==> src/common/ooo_pkg.sv <==
`default_nettype none

package ooo_pkg;

    localparam int XLEN       = 32;
    localparam int ARCH_REGS  = 32;
    localparam int PHYS_REGS  = 64;
    localparam int ROB_DEPTH  = 16;
    localparam int DIV_STEPS  = 32;
    localparam int MUL_STEPS  = 32;
    localparam int TAG_W      = $clog2(PHYS_REGS);
    localparam int ROB_W      = $clog2(ROB_DEPTH);
    localparam int FREE_DEPTH = PHYS_REGS - ARCH_REGS; // tags outside the map
    localparam int FREE_W     = $clog2(FREE_DEPTH);
    localparam int STEP_W     = $clog2(MUL_STEPS > DIV_STEPS ? MUL_STEPS : DIV_STEPS);

    typedef logic [$clog2(ARCH_REGS)-1:0] arch_addr_t;
    typedef logic [TAG_W-1:0]             phys_tag_t;
    typedef logic [ROB_W-1:0]             rob_idx_t;
    typedef logic [XLEN-1:0]              word_t;

    typedef enum logic [3:0] {
        OP_ADD, OP_SUB, OP_AND, OP_OR, OP_XOR, OP_SLT, OP_SLTU,
        OP_MUL, OP_DIVU, OP_REMU
    } op_t;

    typedef enum logic [1:0] {UNIT_ALU, UNIT_MUL, UNIT_DIV} unit_t;

    // iterative unit sequencing
    typedef enum logic [1:0] {ST_IDLE, ST_RUN, ST_DONE} unit_state_t;

    typedef struct packed {
        op_t        op;
        arch_addr_t rd;
        arch_addr_t rs1;
        arch_addr_t rs2;
        logic       use_imm; // imm replaces rs2
        word_t      imm;
    } issue_op_t;

    typedef struct packed {
        phys_tag_t tag;
        logic      ready;
        word_t     value;
    } src_t;

    typedef struct packed {
        op_t       op;
        word_t     a;
        word_t     b;
        phys_tag_t dest;
        rob_idx_t  rob;
    } exec_op_t;

    typedef struct packed {
        logic      valid;
        phys_tag_t tag;
        rob_idx_t  rob;
        word_t     value;
    } cdb_t;

    typedef struct packed {
        arch_addr_t rd;
        word_t      value;
    } retire_t;

    function automatic unit_t op_unit(op_t op);
        case (op)
            OP_MUL:           return UNIT_MUL;
            OP_DIVU, OP_REMU: return UNIT_DIV;
            default:          return UNIT_ALU;
        endcase
    endfunction

endpackage

`default_nettype wire

==> src/verilog/reorder_buffer.sv <==
`timescale 1ns/1ps
`default_nettype none

module reorder_buffer (
    input  logic                clk,
    input  logic                reset,
    input  logic                alloc,
    input  ooo_pkg::arch_addr_t rd,
    input  ooo_pkg::phys_tag_t  free_tag,
    output ooo_pkg::rob_idx_t   alloc_idx,
    output logic                full,
    input  ooo_pkg::cdb_t       cdb,
    output logic                retire_valid,
    output ooo_pkg::retire_t    retire,
    output logic                release_en,
    output ooo_pkg::phys_tag_t  release_tag
);
    import ooo_pkg::*;

    typedef struct packed {
        arch_addr_t rd;
        phys_tag_t  free_tag;
        word_t      value;
    } rob_entry_t;

    rob_entry_t           ent [ROB_DEPTH];
    logic [ROB_DEPTH-1:0] done;
    rob_idx_t             head, tail;
    logic [ROB_W:0]       count;

    assign alloc_idx    = tail;
    assign full         = (count == (ROB_W + 1)'(ROB_DEPTH));
    assign retire_valid = (count != '0) && done[head];  // oldest only
    assign retire       = retire_t'{rd: ent[head].rd, value: ent[head].value};
    assign release_en   = retire_valid;
    assign release_tag  = ent[head].free_tag;

    always_ff @(posedge clk) begin
        if (reset) begin
            head  <= '0;
            tail  <= '0;
            count <= '0;
            done  <= '0;
        end else begin
            if (alloc) begin
                done[tail] <= 1'b0;
                tail       <= rob_idx_t'(tail + 1);
            end
            if (cdb.valid) done[cdb.rob] <= 1'b1;
            if (retire_valid) head <= rob_idx_t'(head + 1);
            count <= count + (ROB_W + 1)'(alloc) - (ROB_W + 1)'(retire_valid);
        end

        if (alloc) begin
            ent[tail].rd       <= rd;
            ent[tail].free_tag <= free_tag;
        end
        if (cdb.valid) ent[cdb.rob].value <= cdb.value;
    end

endmodule

`default_nettype wire

==> config.mk <==
export PLATFORM = sky130hd
export DESIGN_NAME = reorder_buffer
export DESIGN_NICKNAME = d
export VERILOG_FILES = /design/src/common/ooo_pkg.sv /design/src/verilog/reorder_buffer.sv
export SDC_FILE = /design/constraint.sdc
export NUM_CORES = 1
export LEC_CHECK = 0
export ABC_AREA = 1
export ABC_CLOCK_PERIOD_IN_PS = 2240
export BUFFER_PORTS_ARGS = -buffer_cell sky130_fd_sc_hd__buf_4
export CORE_MARGIN = 1.5
export CORE_UTILIZATION = 30
export DETAILED_ROUTE_END_ITERATION = 12
export HOLD_SLACK_MARGIN = 0.08
export PLACE_DENSITY = 0.43
export SLEW_MARGIN = 20
export SYNTH_ARGS = -nofsm -noshare
export SYNTH_HDL_FRONTEND = slang
export SYNTH_SLANG_ARGS = --single-unit
==> constraint.sdc <==
create_clock -name clk -period 2.24 [get_ports clk]
set_input_delay 0 -clock clk [delete_from_list [all_inputs] [get_ports clk]]
set_output_delay 0 -clock clk [all_outputs]
set_load 0.01 [all_outputs]
Word level (Yosys, flattened, before mapping)
Memories as Yosys holds them, arrays and structs flattened. A register that Yosys moved wholly into a read port is not among the register bits.
Cells that the tools add are included.
Word-level totals
  logic and storage cells: 37
  memories kept: 1
  output and inout bits: 50
  flip-flop bits (word level): 29
  RAM bits: 688
  input port bits: 57
Memories
  ent: depth 16, bits a word 43, read ports 1, clocked after Yosys merged registers in 1, write ports 2, RTL line reorder_buffer.sv:26  | rob_entry_t ent [ROB_DEPTH];
Operators by class
  $add $sub $neg: 4
  mux-type cells: 15
  bitwise logic cells: 3
  reduce and logical (&&, ||, !) cells: 4
  $lt $le $gt $ge: 5
  equality and inequality tests: 1
Operators by type and width (number)
  $mux 16: 3
  $and 16x16->16: 1
  $not 16->16: 1
  $or 16x16->16: 1
  $lt 4x5->1 const B: 3
  $add 4x1->4 const B: 2
  $demux 1 s4: 2
  $ge 4x1->1 const B: 2
  $mux 4: 2
  $mux 1: 7
  $add 5x1->5: 1
  $eq 5x5->1 const B: 1
  $reduce_bool 5->1: 1
  $sub 5x1->5: 1
  $bmux 1 s4: 1
  $logic_and 1x1->1: 3

Depth between registers and ports, before layout
Gate-level depths: netlist (run 1).
  depth after elaboration: 10
  mapped depth: 15
  gate-level depth less buffers: 14

Worst setup path after synthesis (run 1)
Ideal clock, no wire load.
  path type: flip-flop to flip-flop
  start: register head[0]
  end: register count[4]
  arrival: 2.573 ns
  cell stages (with the launch flop): 16
  period minus slack after synthesis: 2.643 ns
  buffers on the path: 1
  library setup time: 0.070 ns
  required time: 2.170 ns
  path slack: -0.403 ns
  cell sequence: dfxtp_1 > buf_4 > nand2_1 > o21ai_1 > nand2_1 > nand3_1 > nand3_1 > a21oi_1 > ha_1 > inv_1 > ha_1 > inv_1 > fa_1 > o31ai_1 > o21ai_0 > a21oi_1
Between the ends
  word-level cells in the longest chain between the ends: 4
Ends and longest elaborated chain
  start, declared: RTL line reorder_buffer.sv:28  | rob_idx_t head, tail;
  start signal, assigned: RTL line reorder_buffer.sv:50  | if (retire_valid) head <= rob_idx_t'(head + 1);
  $bmux 1 s4: RTL line reorder_buffer.sv:33  | assign retire_valid = (count != '0) && done[head];
  $mux 1 (implied by the code): RTL line reorder_buffer.sv:33
  $logic_and 1x1->1: RTL line reorder_buffer.sv:33
  via release_en: RTL line reorder_buffer.sv:15  | output logic release_en,
  $sub 5x1->5: RTL line reorder_buffer.sv:51  | count <= count + (ROB_W + 1)'(alloc) - (ROB_W + 1)'(retire_valid);
  end signal, assigned: RTL line reorder_buffer.sv:51
  end, declared: RTL line reorder_buffer.sv:29  | logic [ROB_W:0] count;
The timed path passes the listed nets, and every way through them passes these cells. The select of a mux whose other input is x is not followed.
A chain may end at the register's enable or synchronous reset.

==> Flow_metrics.wiki, run 1 <==
{| class="wikitable"
! Metric !! Value
|-
| Max IR drop VDD || between 0.6 and 0.7 mV
|-
| Worst hold-check path type || in2reg
|-
| Skew-Pair Late Insertion Delay || 630 ps
|-
| Kind of end point of the critical path || output pin
|-
| Final clock period utilization by the worst path || 109%
|-
| Yosys reg bits || 721
|-
| Unique masters post-synth || 28
|-
| Startpoint of the worst hold path || cdb[35]
|-
| Cell type contributing the most total cell area after synthesis || sky130_fd_sc_hd__edfxtp_1
|-
| Vertical die dimension || 315 um
|-
| Maximum number of pins on one net before global-route repair || 66
|-
| CTS tree || yes
|-
| Fraction of synthesis flops using an asynchronous set or reset pin || 0%
|-
| Setup total negative slack || -2180 ps
|-
| Detailed Route WL || 85.7 mm
|-
| I/O Pins || 107
|-
| Pwr/cell area || 957 mW/mm2
|-
| Reg2reg path depth || 14
|-
| Fraction of final layout cells with drive strength greater than 1 || about 26%
|-
| Worst-path cell chain || buf_12 > buf_12 > buf_16 > buf_16 > mux2i_1 > o21ai_1 > o211ai_1 > nand2_1 > buf_6
|-
| Starting utilization of the core area || between 30% and 40%
|-
| Upper clock frequency limit || roughly 400 MHz
|-
| Standard-cell rows || between 100 and 150
|-
| Remaining Overflow, GRT || 0
|-
| Die Footprint || 0.0994 mm2
|-
| CP Capture Point || retire[13]
|-
| Min cycle time layout || 2440 ps
|-
| Average routed wire per standard cell || between 20 and 25 um
|-
| Port Buffers || 100
|-
| Initial antenna violation count || 3
|-
| Vias per Instance || 4.83
|-
| Dominant cells by area after synthesis || sky130_fd_sc_hd__edfxtp_1 (71%), sky130_fd_sc_hd__mux2i_1 (5.9%), sky130_fd_sc_hd__o211ai_1 (4.4%)
|-
| P_leak || 12.7 nW
|-
| Final Hold Fails || 0
|-
| Primary flip-flop cell chosen by synthesis mapping || sky130_fd_sc_hd__edfxtp_1
|-
| Number of iterations in the first detailed-routing pass || 5
|-
| Drt first-iter violations || 1119
|-
| Top-area cell type share of the netlist area || 70.6%
|-
| Clock tree root driver cell || sky130_fd_sc_hd__clkbuf_16
|-
| Number of max-cap violations || 0
|-
| Syn avg cell area || 14.1 um2
|-
| Critical path's top delay family || buffers and inverters
|-
| Count of clock tree sinks || 721
|-
| Proportion of synthesized chip area in sequential cells || between 70 and 80%
|-
| First-pass GRT wire length || 120 mm
|-
| Vias in the first global route || 18000
|-
| RSZ-0062 raised after global routing || yes
|-
| Total track usage || 16.4%
|-
| Total instance count after detailed placement || 3428
|-
| Number of nets at the end of the flow || 2452
|-
| Type of element launching the critical path || register
|-
| Area growth syn-to-layout || 29.6%
|-
| Antenna viol nets, final || 0
|-
| Commonest non-fill, non-tap cell in the layout || sky130_fd_sc_hd__edfxtp_1
|-
| Worst slew margin || 54.8%
|-
| Reg-to-reg critical path endpoint || count[4]$_SDFF_PP0_
|-
| Type of the worst setup path || reg2out
|-
| Clock-pin transition on the worst setup and hold timing paths || 60 ps
|-
| Max H-tree Level || 3
|-
| Register-to-register path setup slack || -150 ps
|-
| Setup-violating endpoint count in the final report || 34
|-
| Final core area utilization || 39.2%
|-
| Number of clock buffers inserted by TritonCTS || 81
|-
| Crit-path slowest cell || sky130_fd_sc_hd__dfxtp_4
|-
| Width of the chip || between 300 and 400 um
|-
| Max clock buf depth || 3
|-
| Worst endpoint required time || 2240 ps
|-
| Post-layout instance count excluding filler cells || 3726
|-
| Synth warnings || 0
|-
| Commonest non-fill, non-tap cells in the layout || sky130_fd_sc_hd__edfxtp_1 (688), sky130_fd_sc_hd__o211ai_1 (172), sky130_fd_sc_hd__mux2i_1 (167), sky130_fd_sc_hd__o21ai_1 (158), sky130_fd_sc_hd__inv_1 (144)
|-
| Worst path max stage delay || approximately 360 ps
|-
| Buffer and inverter count on the worst path || 5
|-
| Cell area after synthesis || roughly 0.029 mm2
|-
| Run status || complete, but fails checks
|-
| Overall via count from detail_route || 18000
|-
| Number of remaining DRC errors || 0
|-
| Worst EP arrival || 2440 ps
|-
| Top fanout value on the critical path || 8
|-
| Post-DP HPWL || 41.6 mm
|-
| Area inside the core boundary || ~0.097 mm2
|-
| Post-Synthesis Net Count || around 2100
|-
| Transition time at the pin with the least slew margin || 677 ps
|-
| Count of flip-flops with a built-in enable after synthesis || just under 700
|-
| RD Place Congestion || about 0.74
|-
| Cell depth of the worst setup path || 9
|-
| Gate Count Post-Synth || 2072
|-
| Violated checks || setup timing
|-
| R2r startpoint || head[0]$_SDFFE_PP0N_
|-
| Final count of pins violating max slew || 0
|-
| Fin Clk Skew || ~26 ps
|-
| Post-route worst setup slack || -202 ps
|}
[cell families (layout without fill, tap and decap cells)]
family	count (synthesis)	count (layout)	share of synthesized area, %
AOI/OAI and AO/OA	583	583	11.5
xor gates and xnor gates	2	2	0.0599
adders and majority gates	12	12	0.539
buffers and inverters	353	729	5.91
DFF	721	721	72.9
muxes	172	172	5.88
other	0	2	0
and+or+nand+nor	229	229	3.25
[sequential cells by signal, summed over array words and instances, names as in the netlist, named ones only]
name and cells:
alloc_idx 4, done 16, head 4, count 5, ent 688
[power breakdown]
part / total (mW) / switching (mW) / internal, mW / leakage [nW]
registers: 15.2 / 0.136 / 15.1 / 6.49
clock network: 12.5 / 5.35 / 7.18 / 1.21
logic: 8.55 / 4.32 / 4.24 / 4.97
total: 36.3 / 9.80 / 26.5 / 12.7
[how the worst min path moves through the flow]
stage | end | cells past startpoint
finish | ent[3][21]$_DFFE_PP_ | 5
global route | ent[3][21]$_DFFE_PP_ | 5
CTS | ent[0][24]$_DFFE_PP_ | 5
detailed placement | ent[5][8]$_DFFE_PP_ | 1
global placement | ent[1][8]$_DFFE_PP_ | 1
floorplan | ent[0][0]$_DFFE_PP_ | 0
[Yosys cell counts, types with 11 or more instances]
cell and n:
sky130_fd_sc_hd__clkbuf_1 49, sky130_fd_sc_hd__o21ai_1 121, sky130_fd_sc_hd__dfxtp_1 33, sky130_fd_sc_hd__inv_1 146, sky130_fd_sc_hd__o21ai_0 98, sky130_fd_sc_hd__nand2_1 76, sky130_fd_sc_hd__inv_2 16, sky130_fd_sc_hd__nor2_1 82
sky130_fd_sc_hd__mux2i_1 172, sky130_fd_sc_hd__edfxtp_1 688, sky130_fd_sc_hd__clkinv_2 63, sky130_fd_sc_hd__buf_1 21, sky130_fd_sc_hd__nand3_1 66, sky130_fd_sc_hd__buf_2 23, sky130_fd_sc_hd__buf_6 14, sky130_fd_sc_hd__ha_1 11
sky130_fd_sc_hd__o211ai_1 172, sky130_fd_sc_hd__a21oi_1 187
[per-layer routing]
metal / routed length, um / up-vias / global-route usage, %
li1: - / 8357 / -
met1: 39000 / 9232 / 22.3
met2: 42400 / 315 / 27.6
met3: 2960 / 89 / 2.68
met4: 1240 / 2 / 3.22
met5: 7 / - / 0
[through the flow]
step | total power [mW] | setup slack [ps] | hold WS, ps | cell area (um2)
CTS | 35.0 | -117 | 130 | 36100
detailed placement | 21.3 | -195 | 308 | 32300
floorplan | 19.2 | -42.4 | 98.9 | 29300
finish | 36.3 | -202 | 150 | 37900
global placement | 21.2 | -181 | 300 | 32300
global route | 37.9 | -311 | 147 | 37900
[cell type report]
| type | count | area (um2) |
|---|---|---|
| fill | 9074 | 58800 |
| sequential | 721 | 21300 |
| inverter | 226 | 940 |
| clock inverter | 49 | 372 |
| tap | 1276 | 1600 |
| multi-input combinational | 998 | 6810 |
| antenna | 2 | 5.00 |
| timing repair buffer | 355 | 4750 |
| clock buffer | 99 | 2120 |
[worst reg2reg max path, stage by stage, from the launching register on]
cell and delay, ps:
sky130_fd_sc_hd__dfxtp_4 380, sky130_fd_sc_hd__buf_6 140, sky130_fd_sc_hd__nand2_1 60, sky130_fd_sc_hd__nand3_1 80, sky130_fd_sc_hd__nand3_2 120, sky130_fd_sc_hd__nand3_4 90
sky130_fd_sc_hd__a21oi_4 160, sky130_fd_sc_hd__ha_1 240, sky130_fd_sc_hd__inv_1 60, sky130_fd_sc_hd__ha_2 180, sky130_fd_sc_hd__inv_2 40, sky130_fd_sc_hd__fa_2 390
sky130_fd_sc_hd__o31ai_4 200, sky130_fd_sc_hd__o21ai_1 80, sky130_fd_sc_hd__a21oi_1 110
[timing repair]
item,4_1_cts,5_1_grt
hold buffers,46,0
resized for setup,90,221
cloned,14,42
endpoints found under the setup margin,46,47
pin swaps,23,105
buffers inserted,20,32
endpoints found under the hold margin,736,0
Note: power is estimated with default switching activity, not from simulation.
==> run 2, diff against run 1 <==
ABC_AREA = unset   (was 1)
==> Flow_metrics.wiki, run 2 <==
{| class="wikitable"
! Metric !! Value
|-
| Worst hold-check path type || in2reg
|-
| Run status || complete, but fails checks
|-
| Antenna viol nets, final || 0 (unchanged)
|-
| Sequential Power Share || 51.2% (+9.3 points)
|-
| CTS tree || yes
|-
| Startpoint of the worst hold path || cdb[23]
|-
| Cell depth of the worst setup path || 5 (-4)
|-
| Fin Clk Skew || 23.0 ps (-3.12 ps)
|-
| Number of nets at the end of the flow || 1533 (-37%)
|-
| Commonest non-fill, non-tap cells in the layout || sky130_fd_sc_hd__edfxtp_1 (688), sky130_fd_sc_hd__mux4_2 (215), sky130_fd_sc_hd__buf_4 (119), sky130_fd_sc_hd__clkbuf_16 (92), sky130_fd_sc_hd__dlygate4sd3_1 (52)
|-
| Post-DP HPWL || 35.5 mm (-15%)
|-
| Reg2reg path depth || 14 (unchanged)
|-
| Port Buffers || 100 (unchanged)
|-
| RD Place Congestion || 0.701 (-5.4%)
|-
| Syn avg cell area || 23.5 um2 (+66%)
|-
| Skew-Pair Late Insertion Delay || 620 ps (about the same)
|-
| Relative contribution of combinational cells to total power || 4.8% (-19 points)
|-
| Largest register by flop count || ent
|-
| Dominant cells by area after synthesis || sky130_fd_sc_hd__edfxtp_1 (75%), sky130_fd_sc_hd__mux4_2 (18%), sky130_fd_sc_hd__dfxtp_1 (2.4%)
|-
| Min cycle time layout || 2670 ps (+229 ps)
|-
| Number of iterations in the first detailed-routing pass || 4 (-1)
|-
| Type of the worst setup path || reg2out
|-
| Clock-pin transition on the worst setup and hold timing paths || 60 ps (about the same)
|-
| Starting utilization of the core area || 30.5% (+0.21 points)
|-
| Area growth syn-to-layout || 25.6%
|-
| Initial antenna violation count || 4 (+1)
|-
| Width of the chip || 306 um (-2.9%)
|-
| Max H-tree Level || 3 (unchanged)
|-
| Setup total negative slack || -16660 ps (-14480 ps)
|-
| Worst-path cell chain || buf_12 > buf_4 > mux4_2 > mux4_2 > buf_6
|-
| Standard-cell rows || 110 (-3.5%)
|-
| Worst path max stage delay || 560 ps (+200 ps)
|-
| Clock tree root driver cell || sky130_fd_sc_hd__clkbuf_16
|-
| Reg-to-reg critical path endpoint || count[4]$_SDFF_PP0_
|-
| Most Frequent Cell on Critical Path || sky130_fd_sc_hd__mux4_2
|-
| Final count of pins violating max slew || 0 (unchanged)
|-
| Ranking of synthesized cells by instance count || sky130_fd_sc_hd__edfxtp_1 (688), sky130_fd_sc_hd__mux4_2 (215), sky130_fd_sc_hd__nor2_1 (45)
|-
| Number of clock buffers inserted by TritonCTS || 81 (unchanged)
|-
| Maximum number of pins on one net before global-route repair || 34 (-48%)
|-
| Number of filler cells placed in the layout || 8076 (-11%)
|-
| Yosys reg bits || 721 (unchanged)
|-
| Setup-violating endpoint count in the final report || 46 (+35%)
|-
| Switching Fraction || 20.7% (-6.3 points)
|-
| Count of clock tree sinks || 721 (unchanged)
|-
| Internal power consumption || 23.4 mW (-12%)
|-
| Worst slew margin || 64.2% (+9.4 points)
|-
| Top fanout value on the critical path || 7 (-1)
|-
| Post-Synthesis Net Count || 1241 (-42%)
|-
| Gate Count Post-Synth || 1172 (-43%)
|-
| Buffer and inverter count on the worst path || 3 (-2)
|-
| Die Footprint || 0.0936 mm2 (-5.8%)
|-
| Detailed Route WL || 67.8 mm (-21%)
|-
| Critical path's top delay family || multiplexers
|-
| Drt first-iter violations || 995 (-11%)
|-
| Area inside the core boundary || 0.0904 mm2 (-6.5%)
|-
| Register-to-register path setup slack || -290 ps (-140 ps)
|-
| Pwr/cell area || 853 mW/mm2 (-11%)
|-
| Max IR drop VDD || 0.569 mV (-7.1%)
|-
| Vertical die dimension || 306 um (-2.9%)
|-
| Cell area after synthesis || 0.0275 mm2 (-5.9%)
|-
| I/O Pins || 107 (unchanged)
|-
| Power consumption || 29.5 mW (-19%)
|-
| Primary flip-flop cell chosen by synthesis mapping || sky130_fd_sc_hd__edfxtp_1
|-
| Fraction of synthesis flops using an asynchronous set or reset pin || 0% (unchanged)
|-
| Kind of end point of the critical path || output pin
|-
| Worst EP arrival || 2670 ps (+230 ps)
|-
| Cell type contributing the most total cell area after synthesis || sky130_fd_sc_hd__edfxtp_1
|-
| P_leak || 10.9 nW (-14%)
|-
| Post-route worst setup slack || -431 ps (-229 ps)
|-
| Remaining Overflow, GRT || 0 (unchanged)
|-
| Average routed wire per standard cell || 25.1 um (+9.2%)
|-
| Violated checks || setup timing
|-
| Type of element launching the critical path || register
|-
| RSZ-0062 raised after global routing || yes
|-
| Area of the multi-input gates || 0.00607 mm2 (-11%)
|-
| First-pass GRT wire length || 98.2 mm (-18%)
|-
| Count of flip-flops with a built-in enable after synthesis || 688 (unchanged)
|-
| Fraction of final layout cells with drive strength greater than 1 || 38.1% (+12 points)
|-
| Worst endpoint required time || 2240 ps (about the same)
|-
| Commonest non-fill, non-tap cell in the layout || sky130_fd_sc_hd__edfxtp_1
|-
| Unique masters post-synth || 40 (+43%)
|-
| Vias in the first global route || 13800 (-23%)
|-
| Max clock buf depth || 3 (unchanged)
|-
| Number of remaining DRC errors || 0 (unchanged)
|-
| Proportion of synthesized chip area in sequential cells || 77.4% (+4.5 points)
|-
| Synth warnings || 0 (unchanged)
|-
| Upper clock frequency limit || 374 MHz (-8.6%)
|-
| Sequential cell area || 0.0213 mm2 (about the same)
|-
| R2r startpoint || head[0]$_SDFFE_PP0N_
|-
| Max FFs per register || 688 (unchanged)
|-
| Transition time at the pin with the least slew margin || 536 ps (-141 ps)
|-
| Switching Power || 6.11 mW (-38%)
|-
| Registers with the highest flip-flop counts || ent: 688 flops, done: 16 flops, count: 5 flops
|-
| Top-area cell type share of the netlist area || 75.0% (+4.4 points)
|-
| Total track usage || 14.6% (-1.8 points)
|-
| Tightest hold margin || 231 ps (+81.4 ps)
|-
| Most repeated cell in the gate-level netlist after synthesis || sky130_fd_sc_hd__edfxtp_1
|-
| Crit-path slowest cell || sky130_fd_sc_hd__mux4_2
|-
| Clock group share of total power || 44.0% (+9.5 points)
|-
| Final clock period utilization by the worst path || 119% (+10 points)
|-
| Number of max-cap violations || 0 (unchanged)
|-
| Overall via count from detail_route || 13000 (-28%)
|-
| N_diodes || 0 (-2)
|-
| Final Hold Fails || 0 (unchanged)
|-
| CP Capture Point || retire[3]
|-
| Vias per Instance || 4.80 (-0.69%)
|}
==> run 2: cell types whose count changed after synthesis, moves of 63 or more <==
cell,delta
sky130_fd_sc_hd__mux4_2,+215
sky130_fd_sc_hd__o211ai_1,-172
sky130_fd_sc_hd__a21oi_1,-170
sky130_fd_sc_hd__mux2i_1,-163
sky130_fd_sc_hd__inv_1,-124
sky130_fd_sc_hd__o21ai_1,-121
sky130_fd_sc_hd__o21ai_0,-96
sky130_fd_sc_hd__clkinv_2,-63
==> run 2: kinds of logic after synthesis <==
kind of cell               after synthesis  share of synthesized area (%)
AOI/OAI and AO/OA                       25                          0.522
xor gates and xnor gates                 5                          0.159
adders and majority gates               12                          0.572
buffers and inverters                   78                           1.42
DFF                                    721                           77.4
muxes                                  228                           18.1
and+or+nand+nor                        103                           1.85
==> run 2: worst min path at each step <==
| stage | to | slack (ps) | cells after the start |
|---|---|---|---|
| floorplan | ent[0][0]$_DFFE_PP_ | 100 | 0 |
| global placement | ent[9][42]$_DFFE_PP_ | 290 | 1 |
| detailed placement | ent[4][27]$_DFFE_PP_ | 300 | 1 |
| CTS | ent[7][42]$_DFFE_PP_ | 190 | 2 |
| global route | ent[14][40]$_DFFE_PP_ | 210 | 2 |
| finish | ent[5][23]$_DFFE_PP_ | 230 | 2 |
==> run 2: metal layers <==
layer,part of all wire [%],up-vias,track usage [%]
li1,-,5567,-
met1,46,7070,20.2
met2,48,208,23.7
met3,3.6,102,2.79
met4,1.9,8,3.41
met5,0.080,-,0
==> run 2: cell type report <==
type | instances | area share (%)
repair buffers | 265 | 8.76
multi-input cells | 373 | 17.5
clock buffers | 102 | 6.27
clock inverters | 42 | 1.25
well taps | 1176 | 4.25
flip-flops and latches | 721 | 61.7
inverters | 22 | 0.246
==> run 2: stage by stage <==
step	area [um2]	instances	setup WS (ps)	util [%]
6_report	34600	2701	-431	38.3
3_5_place_dp	30800	2474	-515	34.0
2_1_floorplan	27600	1172	-337	-
3_3_place_gp	30800	2474	-501	34.0
4_1_cts	34200	2685	-461	37.9
5_1_grt	34600	2701	-504	38.3
==> run 2: power groups by stage <==
| stage | Sequential [mW] | Clock (mW) | Combinational, mW |
|---|---|---|---|
| after CTS | 15.1 | 13.4 | 1.39 |
| final | 15.1 | 13.0 | 1.41 |
| after floorplan | 15.4 | 0 | 0.587 |
| after global placement | 15.4 | 0 | 1.21 |
| after global routing | 15.1 | 13.9 | 1.54 |
| after detailed placement | 15.4 | 0 | 1.24 |
==> run 2: timing repair <==
action,4_1_cts,5_1_grt
setup endpoints to repair,49,47
gates resized for setup,44,20
endpoints found under the hold margin,817,0
setup buffers,12,7
gates cloned,3,9
hold buffers,52,0
pin swaps,4,10
