===== config.mk =====
export PLATFORM = sky130hd
export DESIGN_NAME = alu_unit
export DESIGN_NICKNAME = d
export VERILOG_FILES = /design/src/common/ooo_pkg.sv /design/src/exec/alu_unit.sv
export SDC_FILE = /design/constraint.sdc
export NUM_CORES = 1
export LEC_CHECK = 0
export ABC_AREA = 0
export BUFFER_PORTS_ARGS = -buffer_cell sky130_fd_sc_hd__buf_4
export CELL_PAD_IN_SITES_DETAIL_PLACEMENT = 1
export CELL_PAD_IN_SITES_GLOBAL_PLACEMENT = 1
export CORE_ASPECT_RATIO = 1.5
export CORE_MARGIN = 1.5
export CORE_UTILIZATION = 40
export CTS_CLUSTER_SIZE = 25
export DETAILED_ROUTE_END_ITERATION = 7
export HOLD_SLACK_MARGIN = 0.06
export PLACE_DENSITY = 0.91
export SETUP_SLACK_MARGIN = 0.05
export SYNTH_ARGS = -nofsm -noshare
export SYNTH_HDL_FRONTEND = slang
export SYNTH_SLANG_ARGS = --single-unit

===== constraint.sdc =====
create_clock -name clk -period 5.03 [get_ports clk]
set_input_delay 1.006 -clock clk [delete_from_list [all_inputs] [get_ports clk]]
set_output_delay 1.006 -clock clk [all_outputs]
set_load 0.02 [all_outputs]

===== src/common/ooo_pkg.sv =====
`default_nettype none

package ooo_pkg;

    localparam int XLEN       = 32;
    localparam int ARCH_REGS  = 32;
    localparam int PHYS_REGS  = 64;
    localparam int ROB_DEPTH  = 16;
    localparam int DIV_STEPS  = 32;
    localparam int MUL_STEPS  = 32;
    localparam int TAG_W      = $clog2(PHYS_REGS);
    localparam int ROB_W      = $clog2(ROB_DEPTH);
    localparam int FREE_DEPTH = PHYS_REGS - ARCH_REGS; // tags outside the map
    localparam int FREE_W     = $clog2(FREE_DEPTH);
    localparam int STEP_W     = $clog2(MUL_STEPS > DIV_STEPS ? MUL_STEPS : DIV_STEPS);

    typedef logic [$clog2(ARCH_REGS)-1:0] arch_addr_t;
    typedef logic [TAG_W-1:0]             phys_tag_t;
    typedef logic [ROB_W-1:0]             rob_idx_t;
    typedef logic [XLEN-1:0]              word_t;

    typedef enum logic [3:0] {
        OP_ADD, OP_SUB, OP_AND, OP_OR, OP_XOR, OP_SLT, OP_SLTU,
        OP_MUL, OP_DIVU, OP_REMU
    } op_t;

    typedef enum logic [1:0] {UNIT_ALU, UNIT_MUL, UNIT_DIV} unit_t;

    // iterative unit sequencing
    typedef enum logic [1:0] {ST_IDLE, ST_RUN, ST_DONE} unit_state_t;

    typedef struct packed {
        op_t        op;
        arch_addr_t rd;
        arch_addr_t rs1;
        arch_addr_t rs2;
        logic       use_imm; // imm replaces rs2
        word_t      imm;
    } issue_op_t;

    typedef struct packed {
        phys_tag_t tag;
        logic      ready;
        word_t     value;
    } src_t;

    typedef struct packed {
        op_t       op;
        word_t     a;
        word_t     b;
        phys_tag_t dest;
        rob_idx_t  rob;
    } exec_op_t;

    typedef struct packed {
        logic      valid;
        phys_tag_t tag;
        rob_idx_t  rob;
        word_t     value;
    } cdb_t;

    typedef struct packed {
        arch_addr_t rd;
        word_t      value;
    } retire_t;

    function automatic unit_t op_unit(op_t op);
        case (op)
            OP_MUL:           return UNIT_MUL;
            OP_DIVU, OP_REMU: return UNIT_DIV;
            default:          return UNIT_ALU;
        endcase
    endfunction

endpackage

`default_nettype wire


===== src/exec/alu_unit.sv =====
`timescale 1ns/1ps
`default_nettype none

module alu_unit (
    input  logic              clk,
    input  logic              reset,
    input  logic              start,
    input  ooo_pkg::exec_op_t exec_op,
    output logic              unit_idle,
    output logic              cdb_req,
    input  logic              cdb_grant,
    output ooo_pkg::cdb_t     result
);
    import ooo_pkg::*;

    word_t alu_out;
    cdb_t  held;

    always_comb begin
        case (exec_op.op)
            OP_ADD:  alu_out = exec_op.a + exec_op.b;
            OP_SUB:  alu_out = exec_op.a - exec_op.b;
            OP_AND:  alu_out = exec_op.a & exec_op.b;
            OP_OR:   alu_out = exec_op.a | exec_op.b;
            OP_XOR:  alu_out = exec_op.a ^ exec_op.b;
            OP_SLT:  alu_out = word_t'($signed(exec_op.a) < $signed(exec_op.b));
            OP_SLTU: alu_out = word_t'(exec_op.a < exec_op.b);
            default: alu_out = '0;
        endcase
    end

    assign cdb_req   = held.valid;
    assign unit_idle = !held.valid || cdb_grant; // slot frees as the bus takes it
    assign result    = held;

    always_ff @(posedge clk) begin
        if (reset)          held.valid <= 1'b0;
        else if (start)     held.valid <= 1'b1;
        else if (cdb_grant) held.valid <= 1'b0;

        if (start) begin
            held.tag   <= exec_op.dest;
            held.rob   <= exec_op.rob;
            held.value <= alu_out;
        end
    end

endmodule

`default_nettype wire


Yosys cells after proc, flatten, opt, wreduce, memory -nomap -nowiden --
Cells that the tools add are included.
Word-level totals: bits in registers 43, input port bits 82, output and inout port bits 45, word-level logic and storage cells 24
Operators by class: $add $sub $neg 2, order comparisons 2, equality and inequality tests 6, multiplexer cells 3, bitwise gates (word level) 3, reduce and logical (&&, ||, !) cells 4
Operator list (count):
- case mux 32 bit (7 select lines) | 1
- less-than comparator 32 bit | 2
- adder 32 bit | 1
- bitwise AND 32 bit | 1
- OR 32 bit | 1
- subtractor 32 bit | 1
- bitwise XOR 32 bit | 1
- == test 4 x 3 -> 1 bit (second input constant) | 3
- == test 4 x 2 -> 1 bit (second input constant) | 2
- == test 4 x 1 -> 1 bit (second input constant) | 1
- logical NOT 4 bit | 1
- 2-to-1 mux 1 bit | 2
- nonzero test 2 bit | 1
- logical NOT 1 bit | 1
- logical OR 1 bit | 1

Logic depth before layout (Yosys ltp) --
Gate-level depths: netlist (run 1).
word-level depth 2, gate-level depth with buffers 13, depth with buffers taken out 13

Least setup slack after synthesis (run 1) --
No wires, ideal clock.
path type input-to-reg, start input port exec_op[22] (netlist bit), end register held (netlist bit result[29]), data pin, setup time 272 ps, arrival 3536 ps, data required time 4758 ps, path slack 1222 ps, cell stages on the path 12, path buffers 0, cells stage by stage inv_1 -> ha_1 -> or2_4 -> nor3_2 -> or4b_1 -> and3_4 -> nor3_2 -> a311oi_1 -> or4b_1 -> a31oi_1 -> xnor2_1 -> o221ai_2
On the way: word-level cells in the longest chain between the ends 2, elaborated cells between the ends (all ways) 3, those cells by class add/sub: 2; mux: 1
RTL lines:
- start: declaration | line alu_unit.sv:8 | input ooo_pkg::exec_op_t exec_op,
- subtractor 32 bit or adder 32 bit (tied branches) | line alu_unit.sv:22, alu_unit.sv:21
- case mux 32 bit (7 select lines) (*) | line alu_unit.sv:20 | case (exec_op.op)
- net alu_out[29] | line alu_unit.sv:16 | word_t alu_out;
- end: declaration | line alu_unit.sv:17 | cdb_t held;
The timed path passes the listed nets; every way through them passes the cells marked *. A chain may end at the register's enable or synchronous reset.

Worst setup path after layout (run 1) --
start input port exec_op[26] (netlist bit), end register held (netlist bit result[0]), data pin
On the way: word-level cells in the longest chain between the ends 2, elaborated cells between the ends (all ways) 3, those cells by class order compare: 2; mux: 1
RTL lines (line):
- less-than comparator 32 bit, on equally long branches | alu_unit.sv:27, alu_unit.sv:26
- case mux 32 bit (7 select lines) (*) | alu_unit.sv:20
- net alu_out[0] | alu_unit.sv:16
Marked as above.

==> flow_results.xml, run 1 <==
<?xml version="1.0" encoding="UTF-8"?>
<metrics>
  <group name="power">
    <metric name="static-leakage-power" unit="uW">0.00341</metric>
    <metric name="power_density" unit="mW/mm^2">204</metric>
    <metric name="power_frac_seq" unit="%">29.6</metric>
    <metric name="total_switching_power" unit="uW">609</metric>
    <metric name="internal_power" unit="uW">895</metric>
    <metric name="swShare" unit="%">40.5</metric>
    <metric name="pwr-share-comb" unit="%">46.1</metric>
    <metric name="power_frac_clock" unit="%">24.3</metric>
    <metric name="total_power" unit="uW">1500</metric>
    <metric name="ir_worst_vdd" unit="uV">127</metric>
  </group>
  <group name="synthesis">
    <metric name="synth_top_area_cell" unit="">sky130_fd_sc_hd__ha_1</metric>
    <metric name="synth_flop_cell" unit="">sky130_fd_sc_hd__edfxtp_1</metric>
    <metric name="synth-async-reset-ratio" unit="%">0</metric>
    <metric name="yosysWarnings" unit="">0</metric>
    <metric name="synth_nets" unit="">965</metric>
    <metric name="yosys.cell_count.top_type" unit="">sky130_fd_sc_hd__ha_1</metric>
    <metric name="avgSynthCellArea" unit="sq um">7.86</metric>
    <metric name="yosysTopAreaCellShare" unit="%">21.1</metric>
    <metric name="post_synthesis_register_bit_count" unit="">43</metric>
    <metric name="synth_edf_count" unit="">42</metric>
    <metric name="syn_area" unit="sq mm">0.00612</metric>
    <metric name="synth.cells.most_frequent" unit="">sky130_fd_sc_hd__ha_1, sky130_fd_sc_hd__inv_1, sky130_fd_sc_hd__a21oi_1, sky130_fd_sc_hd__nor2_1, sky130_fd_sc_hd__o21ai_0</metric>
    <metric name="post_synth_main_area_contributors" unit="">sky130_fd_sc_hd__ha_1, sky130_fd_sc_hd__edfxtp_1, sky130_fd_sc_hd__a21oi_1</metric>
    <metric name="seq_area_frac_synth" unit="%">20.9</metric>
    <metric name="post_synth_inst_count" unit="">778</metric>
    <metric name="post_synth_num_cell_types" unit="">67</metric>
  </group>
  <group name="critical_path">
    <metric name="crit_path_top_delay_cell" unit="">sky130_fd_sc_hd__nor4_1</metric>
    <metric name="crit_path_max_fanout" unit="">3</metric>
    <metric name="timing.critical_path.mode_cell" unit="">sky130_fd_sc_hd__buf_4</metric>
    <metric name="critPathLaunchType" unit="">input pin</metric>
    <metric name="critical_path.cell_chain" unit="">buf_4 &gt; inv_1 &gt; ha_1 &gt; nor4_1 &gt; nor4b_1 &gt; o311ai_0 &gt; a2111oi_1 &gt; buf_4 &gt; o21ai_0 &gt; nor2b_1 &gt; o221ai_1 &gt; a211oi_1 &gt; a211o_1</metric>
    <metric name="worstReg2RegStart" unit="">cdb_req</metric>
    <metric name="worst_setup_path_end_kind" unit="">flop</metric>
    <metric name="class_of_the_most_critical_setup_path" unit="">input pin to flop</metric>
    <metric name="reg2reg_slack" unit="ns">4.39</metric>
    <metric name="worst_path_largest_cell_delay" unit="ns">0.72</metric>
    <metric name="worst-r2r-cell-count" unit="">2</metric>
    <metric name="rr_endpoint" unit="">cdb_req</metric>
    <metric name="worst_ep_arrival_time" unit="ns">4.42</metric>
    <metric name="cp.required" unit="ns">5.08</metric>
  </group>
  <group name="timing">
    <metric name="setup_skew_after_layout" unit="ns">0</metric>
    <metric name="timing_worst_slew_pin_value" unit="ns">0.976</metric>
    <metric name="rsz_0062_raised_after_global_routing" unit="">no</metric>
    <metric name="final_max_slew_viol_count" unit="">0</metric>
    <metric name="worst_case_headroom_to_the_max_slew_limit" unit="%">35.0</metric>
    <metric name="post-route-period-util" unit="%">86.9</metric>
    <metric name="hold_slack" unit="ns">0.527</metric>
    <metric name="setup_total_negative_slack" unit="ns">0</metric>
    <metric name="finalHoldViolations" unit="">0</metric>
    <metric name="post-route-min-period" unit="ns">4.37</metric>
    <metric name="total_setup_violations_reported_at_the_end_of_the_flow" unit="">0</metric>
    <metric name="fmax" unit="MHz">229</metric>
  </group>
  <group name="detailed_routing">
    <metric name="detail_route.drc_violations" unit="">0</metric>
    <metric name="detail_route.iter0.violations" unit="">254</metric>
    <metric name="routed_wirelength" unit="mm">20.9</metric>
    <metric name="dr_total_vias" unit="">6364</metric>
    <metric name="detail_route.vias_per_cell" unit="">5.91</metric>
    <metric name="drt.antenna.violating_nets" unit="">0</metric>
    <metric name="drt-wirelength-per-cell" unit="um">19.4</metric>
    <metric name="first_pass_iters" unit="">5</metric>
  </group>
  <group name="floorplan">
    <metric name="design.core.area" unit="sq mm">0.0150</metric>
    <metric name="die-height" unit="um">154</metric>
    <metric name="design.die.area" unit="sq mm">0.0161</metric>
    <metric name="rows" unit="">55</metric>
    <metric name="io-pin-count" unit="">127</metric>
    <metric name="die_width" unit="um">104</metric>
    <metric name="start_util" unit="%">40.8</metric>
  </group>
  <group name="placement">
    <metric name="portBuffers" unit="">126</metric>
    <metric name="detailed_place_hpwl" unit="mm">16.1</metric>
    <metric name="post_dp_cell_area" unit="sq mm">0.00723</metric>
    <metric name="place.gp.congestion" unit="">0.933</metric>
  </group>
  <group name="cts">
    <metric name="clk_transition_reported_paths" unit="ns">0.08</metric>
    <metric name="insertion_delay" unit="ns">0.31</metric>
    <metric name="cts_setup_buffers" unit="">0</metric>
    <metric name="tritoncts" unit="">done</metric>
    <metric name="clock-root-buffer" unit="">sky130_fd_sc_hd__clkbuf_16</metric>
    <metric name="clockBufferDepth" unit="">2</metric>
    <metric name="clock_tree.htree_level_count" unit="">2</metric>
    <metric name="numCtsBuffers" unit="">5</metric>
    <metric name="clock_sinks" unit="">43</metric>
    <metric name="number_of_gates_given_a_new_drive_strength_after_cts" unit="">0</metric>
    <metric name="cts.hold.buffers_added" unit="">0</metric>
  </group>
  <group name="outcome">
    <metric name="outcome" unit="">finished, final reports clean</metric>
  </group>
  <group name="cells_and_area">
    <metric name="finalInstanceArea" unit="sq mm">0.00738</metric>
    <metric name="layout.nets" unit="">1064</metric>
    <metric name="layout.filler_cells" unit="">1902</metric>
    <metric name="layout.core_utilization" unit="%">49.2</metric>
    <metric name="area_delta_synth_final" unit="%">20.6</metric>
    <metric name="insertedDiodeCount" unit="">0</metric>
    <metric name="share_of_layout_cells_above_drive_strength_1" unit="%">18.0</metric>
  </group>
  <group name="global_route">
    <metric name="grt_first_pass_wirelength" unit="mm">32.9</metric>
    <metric name="overflow_left_after_global_routing" unit="">0</metric>
    <metric name="antenna_found_initial" unit="">0</metric>
    <metric name="grt_start_max_net_pins" unit="">46</metric>
    <metric name="grt_usage" unit="%">25.5</metric>
    <metric name="grt_pass1_vias" unit="">6753</metric>
  </group>
  <group name="worst_hold_path">
    <metric name="min_from" unit="">cdb_req</metric>
    <metric name="hp-class" unit="">flop to flop</metric>
    <metric name="hold-path-cell-count" unit="">2</metric>
    <metric name="min_delay_worst_endpoint" unit="">cdb_req</metric>
  </group>
  <group name="run">
    <metric name="maxCapViolCount" unit="">0</metric>
  </group>
</metrics>
## worst max path at each step
stage                     depth (start not counted)          to         from
after detailed placement                         13   result[0]  exec_op[27]
after CTS                                        13   result[0]  exec_op[27]
after global routing                             14  result[25]  exec_op[11]
after global placement                           13   result[0]  exec_op[27]
final                                            13   result[0]  exec_op[26]
after floorplan                                  12  result[29]  exec_op[22]
## layer usage
| layer | up-vias | wire length [um] | global-route usage (%) |
|---|---|---|---|
| met5 | - | 0 | 0 |
| met4 | 0 | 1050 | 15.9 |
| met3 | 75 | 891 | 3.50 |
| met2 | 221 | 11200 | 48.6 |
| met1 | 3068 | 7690 | 25.8 |
| li1 | 3000 | - | - |
## metrics by stage
step / worst slack, ns / cells
floorplan: 1.22 / 778
global placement: 0.484 / 1069
detailed placement: 0.553 / 1069
CTS: 0.809 / 1077
global route: 0.604 / 1077
finish: 0.658 / 1077
## logic make-up after synthesis
kind of cell	count (synthesis)	synth area share, %
flip-flops	43	20.9
adder cells (fa/ha/maj)	105	21.7
AO/OA/AOI/OAI	272	29.2
XOR/XNOR	25	3.58
AND/OR/NAND/NOR	184	14.7
buffers and inverters	144	8.96
multiplexers	5	0.839
## final cells by class
type / instances / area [sq um] / area share (%)
Clock inverter: 3 / 25.0 / 0.339
Tap cell: 199 / 249 / 3.38
Sequential cell: 43 / 1280 / 17.4
Inverter: 99 / 372 / 5.04
Clock buffer: 5 / 125 / 1.70
Multi-Input combinational cell: 591 / 4300 / 58.2
Timing Repair Buffer: 137 / 1030 / 13.9
## flip-flops by register name, summed over array words and instances (netlist names)
signal / cells
result: 42
cdb_req: 1
## cell usage in the layout (no fill, tap or decap), types with 10 or more instances in the layout
| master | count |
|---|---|
| sky130_fd_sc_hd__o221ai_1 | 18 |
| sky130_fd_sc_hd__inv_1 | 99 |
| sky130_fd_sc_hd__nand2_1 | 37 |
| sky130_fd_sc_hd__a211oi_1 | 13 |
| sky130_fd_sc_hd__nor2_1 | 62 |
| sky130_fd_sc_hd__edfxtp_1 | 42 |
| sky130_fd_sc_hd__a22oi_1 | 19 |
| sky130_fd_sc_hd__nor3_1 | 21 |
| sky130_fd_sc_hd__ha_1 | 103 |
| sky130_fd_sc_hd__xnor2_1 | 22 |
| sky130_fd_sc_hd__o31ai_1 | 10 |
| sky130_fd_sc_hd__a21o_1 | 13 |
| sky130_fd_sc_hd__o21ai_0 | 56 |
| sky130_fd_sc_hd__nor2b_1 | 11 |
| sky130_fd_sc_hd__nand2b_1 | 10 |
| sky130_fd_sc_hd__a21oi_1 | 77 |
| sky130_fd_sc_hd__buf_4 | 137 |
## worst max-delay path: cells and delay by family
| family | cells | cell delay (ns) |
|---|---|---|
| AOI/OAI and AO/OA | 6 | 1.51 |
| adders and majority gates | 1 | 0.32 |
| and+or+nand+nor | 3 | 1.22 |
| buffers and inverters | 3 | 0.36 |
## power groups by stage
stage               logic [uW]  clock network [uW]  registers (uW)
global placement           662                   0             451
global route               750                 372             448
detailed placement         681                   0             453
finish                     693                 366             445
CTS                        687                 366             445
floorplan                  388                   0             493
Power figures use the tool's default switching activity.
==> run 2: changes to the inputs <==
Settings changed: CORE_UTILIZATION 40 to 42, HOLD_SLACK_MARGIN 0.06 to not set, PLACE_DENSITY 0.91 to 0.94, SKIP_LAST_GASP set to 1.
==> run 2 against run 1 <==
  * Sequential cell count did not move
  * Design area shrank 0.10%
  * Worst setup slack gained 0.039 ns
  * Clock-buffer cell count did not move
  * Clock skew unchanged
  * Utilization rose by 3.0 points
  * Cell count shrank 0.65%
  * Critical path type unchanged
==> flow_results.xml, run 2 (synthesized netlist as in run 1, its figures left out) <==
<?xml version="1.0" encoding="UTF-8"?>
<metrics>
  <group name="placement">
    <metric name="detailed_place_hpwl" unit="mm">16.7</metric>
    <metric name="place.gp.congestion" unit="">0.919</metric>
    <metric name="dp_slack" unit="ns">0.513</metric>
    <metric name="portBuffers" unit="">126</metric>
  </group>
  <group name="critical_path">
    <metric name="cp.required" unit="ns">5.08</metric>
    <metric name="worstPathBufferInverterCount" unit="">3</metric>
    <metric name="worst_setup_path_end_kind" unit="">flop</metric>
    <metric name="worst_path_largest_cell_delay" unit="ns">0.67</metric>
    <metric name="worst_ep_arrival_time" unit="ns">4.38</metric>
    <metric name="critPathTopFamily" unit="">compound AO/OA/AOI/OAI gates</metric>
    <metric name="critical_path.cell_chain" unit="">buf_4 &gt; inv_1 &gt; ha_1 &gt; nor4_1 &gt; nor4b_1 &gt; o311ai_0 &gt; a2111oi_1 &gt; buf_4 &gt; o21ai_0 &gt; nor2b_1 &gt; a211oi_1 &gt; xor2_1 &gt; o21ai_1</metric>
    <metric name="crit_path_top_delay_cell" unit="">sky130_fd_sc_hd__nor4_1</metric>
    <metric name="crit_path_max_fanout" unit="">3</metric>
    <metric name="critPathLaunchType" unit="">input pin</metric>
    <metric name="class_of_the_most_critical_setup_path" unit="">input pin to flop</metric>
    <metric name="timing.critical_path.mode_cell" unit="">sky130_fd_sc_hd__buf_4</metric>
  </group>
  <group name="detailed_routing">
    <metric name="first_pass_iters" unit="">5</metric>
    <metric name="dr_total_vias" unit="">6517</metric>
    <metric name="detail_route.iter0.violations" unit="">428</metric>
    <metric name="drt.antenna.violating_nets" unit="">0</metric>
    <metric name="detail_route.drc_violations" unit="">0</metric>
    <metric name="detail_route.vias_per_cell" unit="">6.09</metric>
    <metric name="drt-wirelength-per-cell" unit="um">20.3</metric>
    <metric name="routed_wirelength" unit="mm">21.7</metric>
  </group>
  <group name="cts">
    <metric name="insertion_delay" unit="ns">0.30</metric>
    <metric name="clockBufferDepth" unit="">2</metric>
    <metric name="clock-root-buffer" unit="">sky130_fd_sc_hd__clkbuf_16</metric>
    <metric name="numCtsBuffers" unit="">5</metric>
    <metric name="cts.hold.buffers_added" unit="">0</metric>
    <metric name="clock_tree.htree_level_count" unit="">2</metric>
    <metric name="clock_sinks" unit="">43</metric>
    <metric name="tritoncts" unit="">done</metric>
    <metric name="number_of_gates_given_a_new_drive_strength_after_cts" unit="">0</metric>
    <metric name="cts_setup_buffers" unit="">0</metric>
    <metric name="clk_transition_reported_paths" unit="ns">0.08</metric>
  </group>
  <group name="cells_and_area">
    <metric name="largest_reg_flops" unit="">42</metric>
    <metric name="layout.cells.most_common_list" unit="">sky130_fd_sc_hd__buf_4, sky130_fd_sc_hd__ha_1, sky130_fd_sc_hd__inv_1</metric>
    <metric name="layout.nets" unit="">1064</metric>
    <metric name="share_of_layout_cells_above_drive_strength_1" unit="%">18.1</metric>
    <metric name="layout_commonest_cell" unit="">sky130_fd_sc_hd__buf_4</metric>
    <metric name="insertedDiodeCount" unit="">0</metric>
    <metric name="layout.core_utilization" unit="%">52.2</metric>
    <metric name="area_delta_synth_final" unit="%">20.5</metric>
  </group>
  <group name="power">
    <metric name="power_density" unit="mW/mm^2">204</metric>
    <metric name="static-leakage-power" unit="uW">0.00341</metric>
    <metric name="total_power" unit="uW">1500</metric>
    <metric name="ir_worst_vdd" unit="uV">120</metric>
  </group>
  <group name="timing">
    <metric name="rsz_0062_raised_after_global_routing" unit="">no</metric>
    <metric name="final_max_slew_viol_count" unit="">0</metric>
    <metric name="total_setup_violations_reported_at_the_end_of_the_flow" unit="">0</metric>
    <metric name="timing.final.ws_setup" unit="ns">0.698</metric>
    <metric name="hold_slack" unit="ns">0.533</metric>
    <metric name="post-route-period-util" unit="%">86.1</metric>
    <metric name="setup_total_negative_slack" unit="ns">0</metric>
    <metric name="finalHoldViolations" unit="">0</metric>
    <metric name="setup_skew_after_layout" unit="ns">0</metric>
    <metric name="worst_case_headroom_to_the_max_slew_limit" unit="%">47.0</metric>
    <metric name="fmax" unit="MHz">231</metric>
    <metric name="post-route-min-period" unit="ns">4.33</metric>
    <metric name="timing_worst_slew_pin_value" unit="ns">0.795</metric>
  </group>
  <group name="floorplan">
    <metric name="rows" unit="">53</metric>
    <metric name="design.core.area" unit="sq mm">0.0141</metric>
    <metric name="io-pin-count" unit="">127</metric>
    <metric name="start_util" unit="%">43.3</metric>
    <metric name="die-height" unit="um">151</metric>
    <metric name="die_width" unit="um">102</metric>
    <metric name="design.die.area" unit="sq mm">0.0153</metric>
  </group>
  <group name="global_route">
    <metric name="grt_first_pass_wirelength" unit="mm">34.2</metric>
    <metric name="grt_usage" unit="%">28.5</metric>
    <metric name="overflow_left_after_global_routing" unit="">0</metric>
    <metric name="grt_pass1_vias" unit="">6921</metric>
    <metric name="antenna_found_initial" unit="">0</metric>
    <metric name="grt_start_max_net_pins" unit="">46</metric>
  </group>
  <group name="run">
    <metric name="maxCapViolCount" unit="">0</metric>
  </group>
  <group name="outcome">
    <metric name="outcome" unit="">finished, final reports clean</metric>
  </group>
  <group name="worst_hold_path">
    <metric name="hp-class" unit="">flop to flop</metric>
  </group>
</metrics>
-- run 2: changes by cell type in the layout (fill, tap and decap cells not counted) --
cell,previous run,this run
sky130_fd_sc_hd__and3_2,0,1
sky130_fd_sc_hd__and3_1,1,0
-- run 2: worst register-to-register path, delay by kind of cell (launching register included) --
kind	cells	cell delay (ns)
AND/OR/NAND/NOR	1	0.09
flip-flops	1	0.35
AO/OA/AOI/OAI	1	0.14
-- run 2: path summary, 6_finish.rpt --
check,start,endpoint,slack (ns),depth (start not counted)
max,exec_op[25],result[28],0.70,13
min,cdb_req,cdb_req,0.53,2
max reg2reg,cdb_req,cdb_req,4.38,2
min reg2reg,cdb_req,cdb_req,0.53,2
-- run 2: metrics by stage --
step / instances / cell area [sq um]
after floorplan: 778 / 6120
after global routing: 1070 / 7370
after global placement: 1062 / 7220
after detailed placement: 1062 / 7220
final: 1070 / 7370
after CTS: 1070 / 7370
-- run 2: layer usage --
metal / GRT usage (%) / share of wire (%) / up-vias
li1: - / - / 2997
met1: 29.3 / 36 / 3159
met2: 53.9 / 53 / 275
met3: 2.86 / 4.7 / 86
met4: 17.8 / 5.6 / 0
met5: 0 / 0 / -
-- run 2: power breakdown --
part / total, uW / switching [uW] / internal (uW)
Sequential: 445 / 12.1 / 433
Clock: 359 / 172 / 187
Combinational: 701 / 425 / 275
-- run 2: cell type report --
cell class              count  area (sq um)
fillers                  1778          6760
multi-input cells         591          4300
flip-flops and latches     43          1280
repair buffers            137          1030
inverters                  99           372
well taps                 192           240
clock buffers               5           125
clock inverters             3          25.0
==> run 3: changes to the inputs <==
Settings changed: PLACE_DENSITY 0.94 to not set, PLACE_DENSITY_LB_ADDON set to 0.15, SKIP_CTS_REPAIR_TIMING set to 1.
==> run 3 against run 2 <==
  * Critical path depth did not move
  * Via count fell by 3.2%
  * Cell count did not move
  * Die area did not move
  * Worst setup slack improved by 0.21 ns
==> flow_results.xml, run 3 (synthesized netlist as in run 1, its figures left out) <==
<?xml version="1.0" encoding="UTF-8"?>
<metrics>
  <group name="cts">
    <metric name="clock_sinks" unit="">43</metric>
    <metric name="clock_tree.htree_level_count" unit="">2</metric>
    <metric name="clk_transition_reported_paths" unit="ns">0.08</metric>
    <metric name="insertion_delay" unit="ns">0.30</metric>
    <metric name="tritoncts" unit="">done</metric>
    <metric name="clockBufferDepth" unit="">2</metric>
    <metric name="numCtsBuffers" unit="">5</metric>
    <metric name="clock-root-buffer" unit="">sky130_fd_sc_hd__clkbuf_16</metric>
  </group>
  <group name="global_route">
    <metric name="grt_usage" unit="%">28.2</metric>
    <metric name="grt_start_max_net_pins" unit="">46</metric>
    <metric name="antenna_found_initial" unit="">0</metric>
    <metric name="grt_first_pass_wirelength" unit="mm">33.6</metric>
    <metric name="grt_pass1_vias" unit="">6501</metric>
    <metric name="overflow_left_after_global_routing" unit="">0</metric>
  </group>
  <group name="timing">
    <metric name="rsz_0062_raised_after_global_routing" unit="">no</metric>
    <metric name="worst_case_headroom_to_the_max_slew_limit" unit="%">41.4</metric>
    <metric name="setup_skew_after_layout" unit="ns">0</metric>
    <metric name="post-route-min-period" unit="ns">4.12</metric>
    <metric name="finalHoldViolations" unit="">0</metric>
    <metric name="total_setup_violations_reported_at_the_end_of_the_flow" unit="">0</metric>
    <metric name="timing.final.ws_setup" unit="ns">0.908</metric>
    <metric name="setup_total_negative_slack" unit="ns">0</metric>
    <metric name="hold_slack" unit="ns">0.526</metric>
    <metric name="fmax" unit="MHz">243</metric>
    <metric name="timing_worst_slew_pin_value" unit="ns">0.878</metric>
    <metric name="final_max_slew_viol_count" unit="">0</metric>
    <metric name="post-route-period-util" unit="%">81.9</metric>
  </group>
  <group name="critical_path">
    <metric name="worst_setup_path_end_kind" unit="">flop</metric>
    <metric name="worst_ep_arrival_time" unit="ns">4.15</metric>
    <metric name="crit_path_max_fanout" unit="">16</metric>
    <metric name="critPathLaunchType" unit="">input pin</metric>
    <metric name="class_of_the_most_critical_setup_path" unit="">input pin to flop</metric>
    <metric name="cp.required" unit="ns">5.06</metric>
  </group>
  <group name="placement">
    <metric name="place.gp.congestion" unit="">0.895</metric>
    <metric name="portBuffers" unit="">126</metric>
    <metric name="dp_slack" unit="ns">0.619</metric>
    <metric name="detailed_place_hpwl" unit="mm">16.7</metric>
  </group>
  <group name="cells_and_area">
    <metric name="layout_commonest_cell" unit="">sky130_fd_sc_hd__buf_4</metric>
    <metric name="share_of_layout_cells_above_drive_strength_1" unit="%">18.0</metric>
    <metric name="layout.nets" unit="">1064</metric>
    <metric name="layout.filler_cells" unit="">1788</metric>
    <metric name="largest_reg_flops" unit="">42</metric>
    <metric name="layout.core_utilization" unit="%">52.2</metric>
    <metric name="layout.cells.most_common_list" unit="">sky130_fd_sc_hd__buf_4, sky130_fd_sc_hd__ha_1, sky130_fd_sc_hd__inv_1</metric>
    <metric name="area_delta_synth_final" unit="%">20.5</metric>
    <metric name="insertedDiodeCount" unit="">0</metric>
  </group>
  <group name="power">
    <metric name="static-leakage-power" unit="uW">0.00341</metric>
    <metric name="power_density" unit="mW/mm^2">204</metric>
    <metric name="total_power" unit="uW">1500</metric>
    <metric name="ir_worst_vdd" unit="uV">153</metric>
  </group>
  <group name="floorplan">
    <metric name="design.die.area" unit="sq mm">0.0153</metric>
    <metric name="io-pin-count" unit="">127</metric>
    <metric name="die-height" unit="um">151</metric>
    <metric name="start_util" unit="%">43.3</metric>
    <metric name="design.core.area" unit="sq mm">0.0141</metric>
    <metric name="die_width" unit="um">102</metric>
    <metric name="rows" unit="">53</metric>
  </group>
  <group name="detailed_routing">
    <metric name="detail_route.vias_per_cell" unit="">5.89</metric>
    <metric name="detail_route.drc_violations" unit="">0</metric>
    <metric name="routed_wirelength" unit="mm">21.6</metric>
    <metric name="detail_route.iter0.violations" unit="">297</metric>
    <metric name="drt.antenna.violating_nets" unit="">0</metric>
    <metric name="dr_total_vias" unit="">6306</metric>
    <metric name="first_pass_iters" unit="">5</metric>
    <metric name="drt-wirelength-per-cell" unit="um">20.2</metric>
  </group>
  <group name="run">
    <metric name="maxCapViolCount" unit="">0</metric>
  </group>
  <group name="outcome">
    <metric name="outcome" unit="">finished, final reports clean</metric>
  </group>
  <group name="worst_hold_path">
    <metric name="hp-class" unit="">flop to flop</metric>
  </group>
</metrics>
run 3: changes by cell type in the layout (fill, tap and decap cells not counted), sizes merged:
cell	before	now
clkinv	2	0
clkinvlp	1	2
inv	99	100
run 3: worst max-delay path, cell delays in order:
cell                        delay, ns
sky130_fd_sc_hd__buf_4           0.10
sky130_fd_sc_hd__inv_1           0.06
sky130_fd_sc_hd__ha_1            0.61
sky130_fd_sc_hd__a21oi_1         0.12
sky130_fd_sc_hd__a21boi_0        0.28
sky130_fd_sc_hd__nor3_1          0.10
sky130_fd_sc_hd__o21ai_0         0.52
sky130_fd_sc_hd__o21ai_0         0.24
sky130_fd_sc_hd__o21ai_0         0.33
sky130_fd_sc_hd__a2111oi_0       0.17
sky130_fd_sc_hd__a311oi_1        0.33
sky130_fd_sc_hd__xnor2_1         0.16
sky130_fd_sc_hd__o221ai_1        0.11
run 3: worst paths after layout:
| check | startpoint | end | slack [ns] | cells past startpoint |
|---|---|---|---|---|
| worst max-delay path | exec_op[19] | result[25] | 0.91 | 13 |
| worst min-delay path | cdb_req | cdb_req | 0.53 | 2 |
| worst min register to register | cdb_req | cdb_req | 0.53 | 2 |
| worst max register to register | cdb_req | cdb_req | 4.39 | 2 |
run 3: layer usage:
layer | share of wire [%] | GRT usage, % | vias to the layer above
met2 | 53 | 52.8 | 216
met5 | 0 | 0 | -
met1 | 38 | 31.0 | 3043
li1 | - | - | 2988
met3 | 4.0 | 2.17 | 59
met4 | 4.5 | 15.0 | 0
run 3: power breakdown:
part           switching [uW]  internal (uW)
clock network             176            187
logic                     420            275
registers                12.0            433
run 3: layout make-up:
type                            count  area, sq um  share of cell area [%]
Multi-Input combinational cell    591         4300                    58.3
Sequential cell                    43         1280                    17.4
Timing Repair Buffer              137         1030                    14.0
Inverter                           99          372                    5.04
Tap cell                          192          240                    3.26
Clock buffer                        5          125                    1.70
Clock inverter                      3         23.8                   0.323
run 3: through the flow:
stage	area, sq um	std cells
2_1_floorplan	6120	778
3_3_place_gp	7220	1062
3_5_place_dp	7220	1062
4_1_cts	7370	1070
5_1_grt	7370	1070
6_report	7370	1070
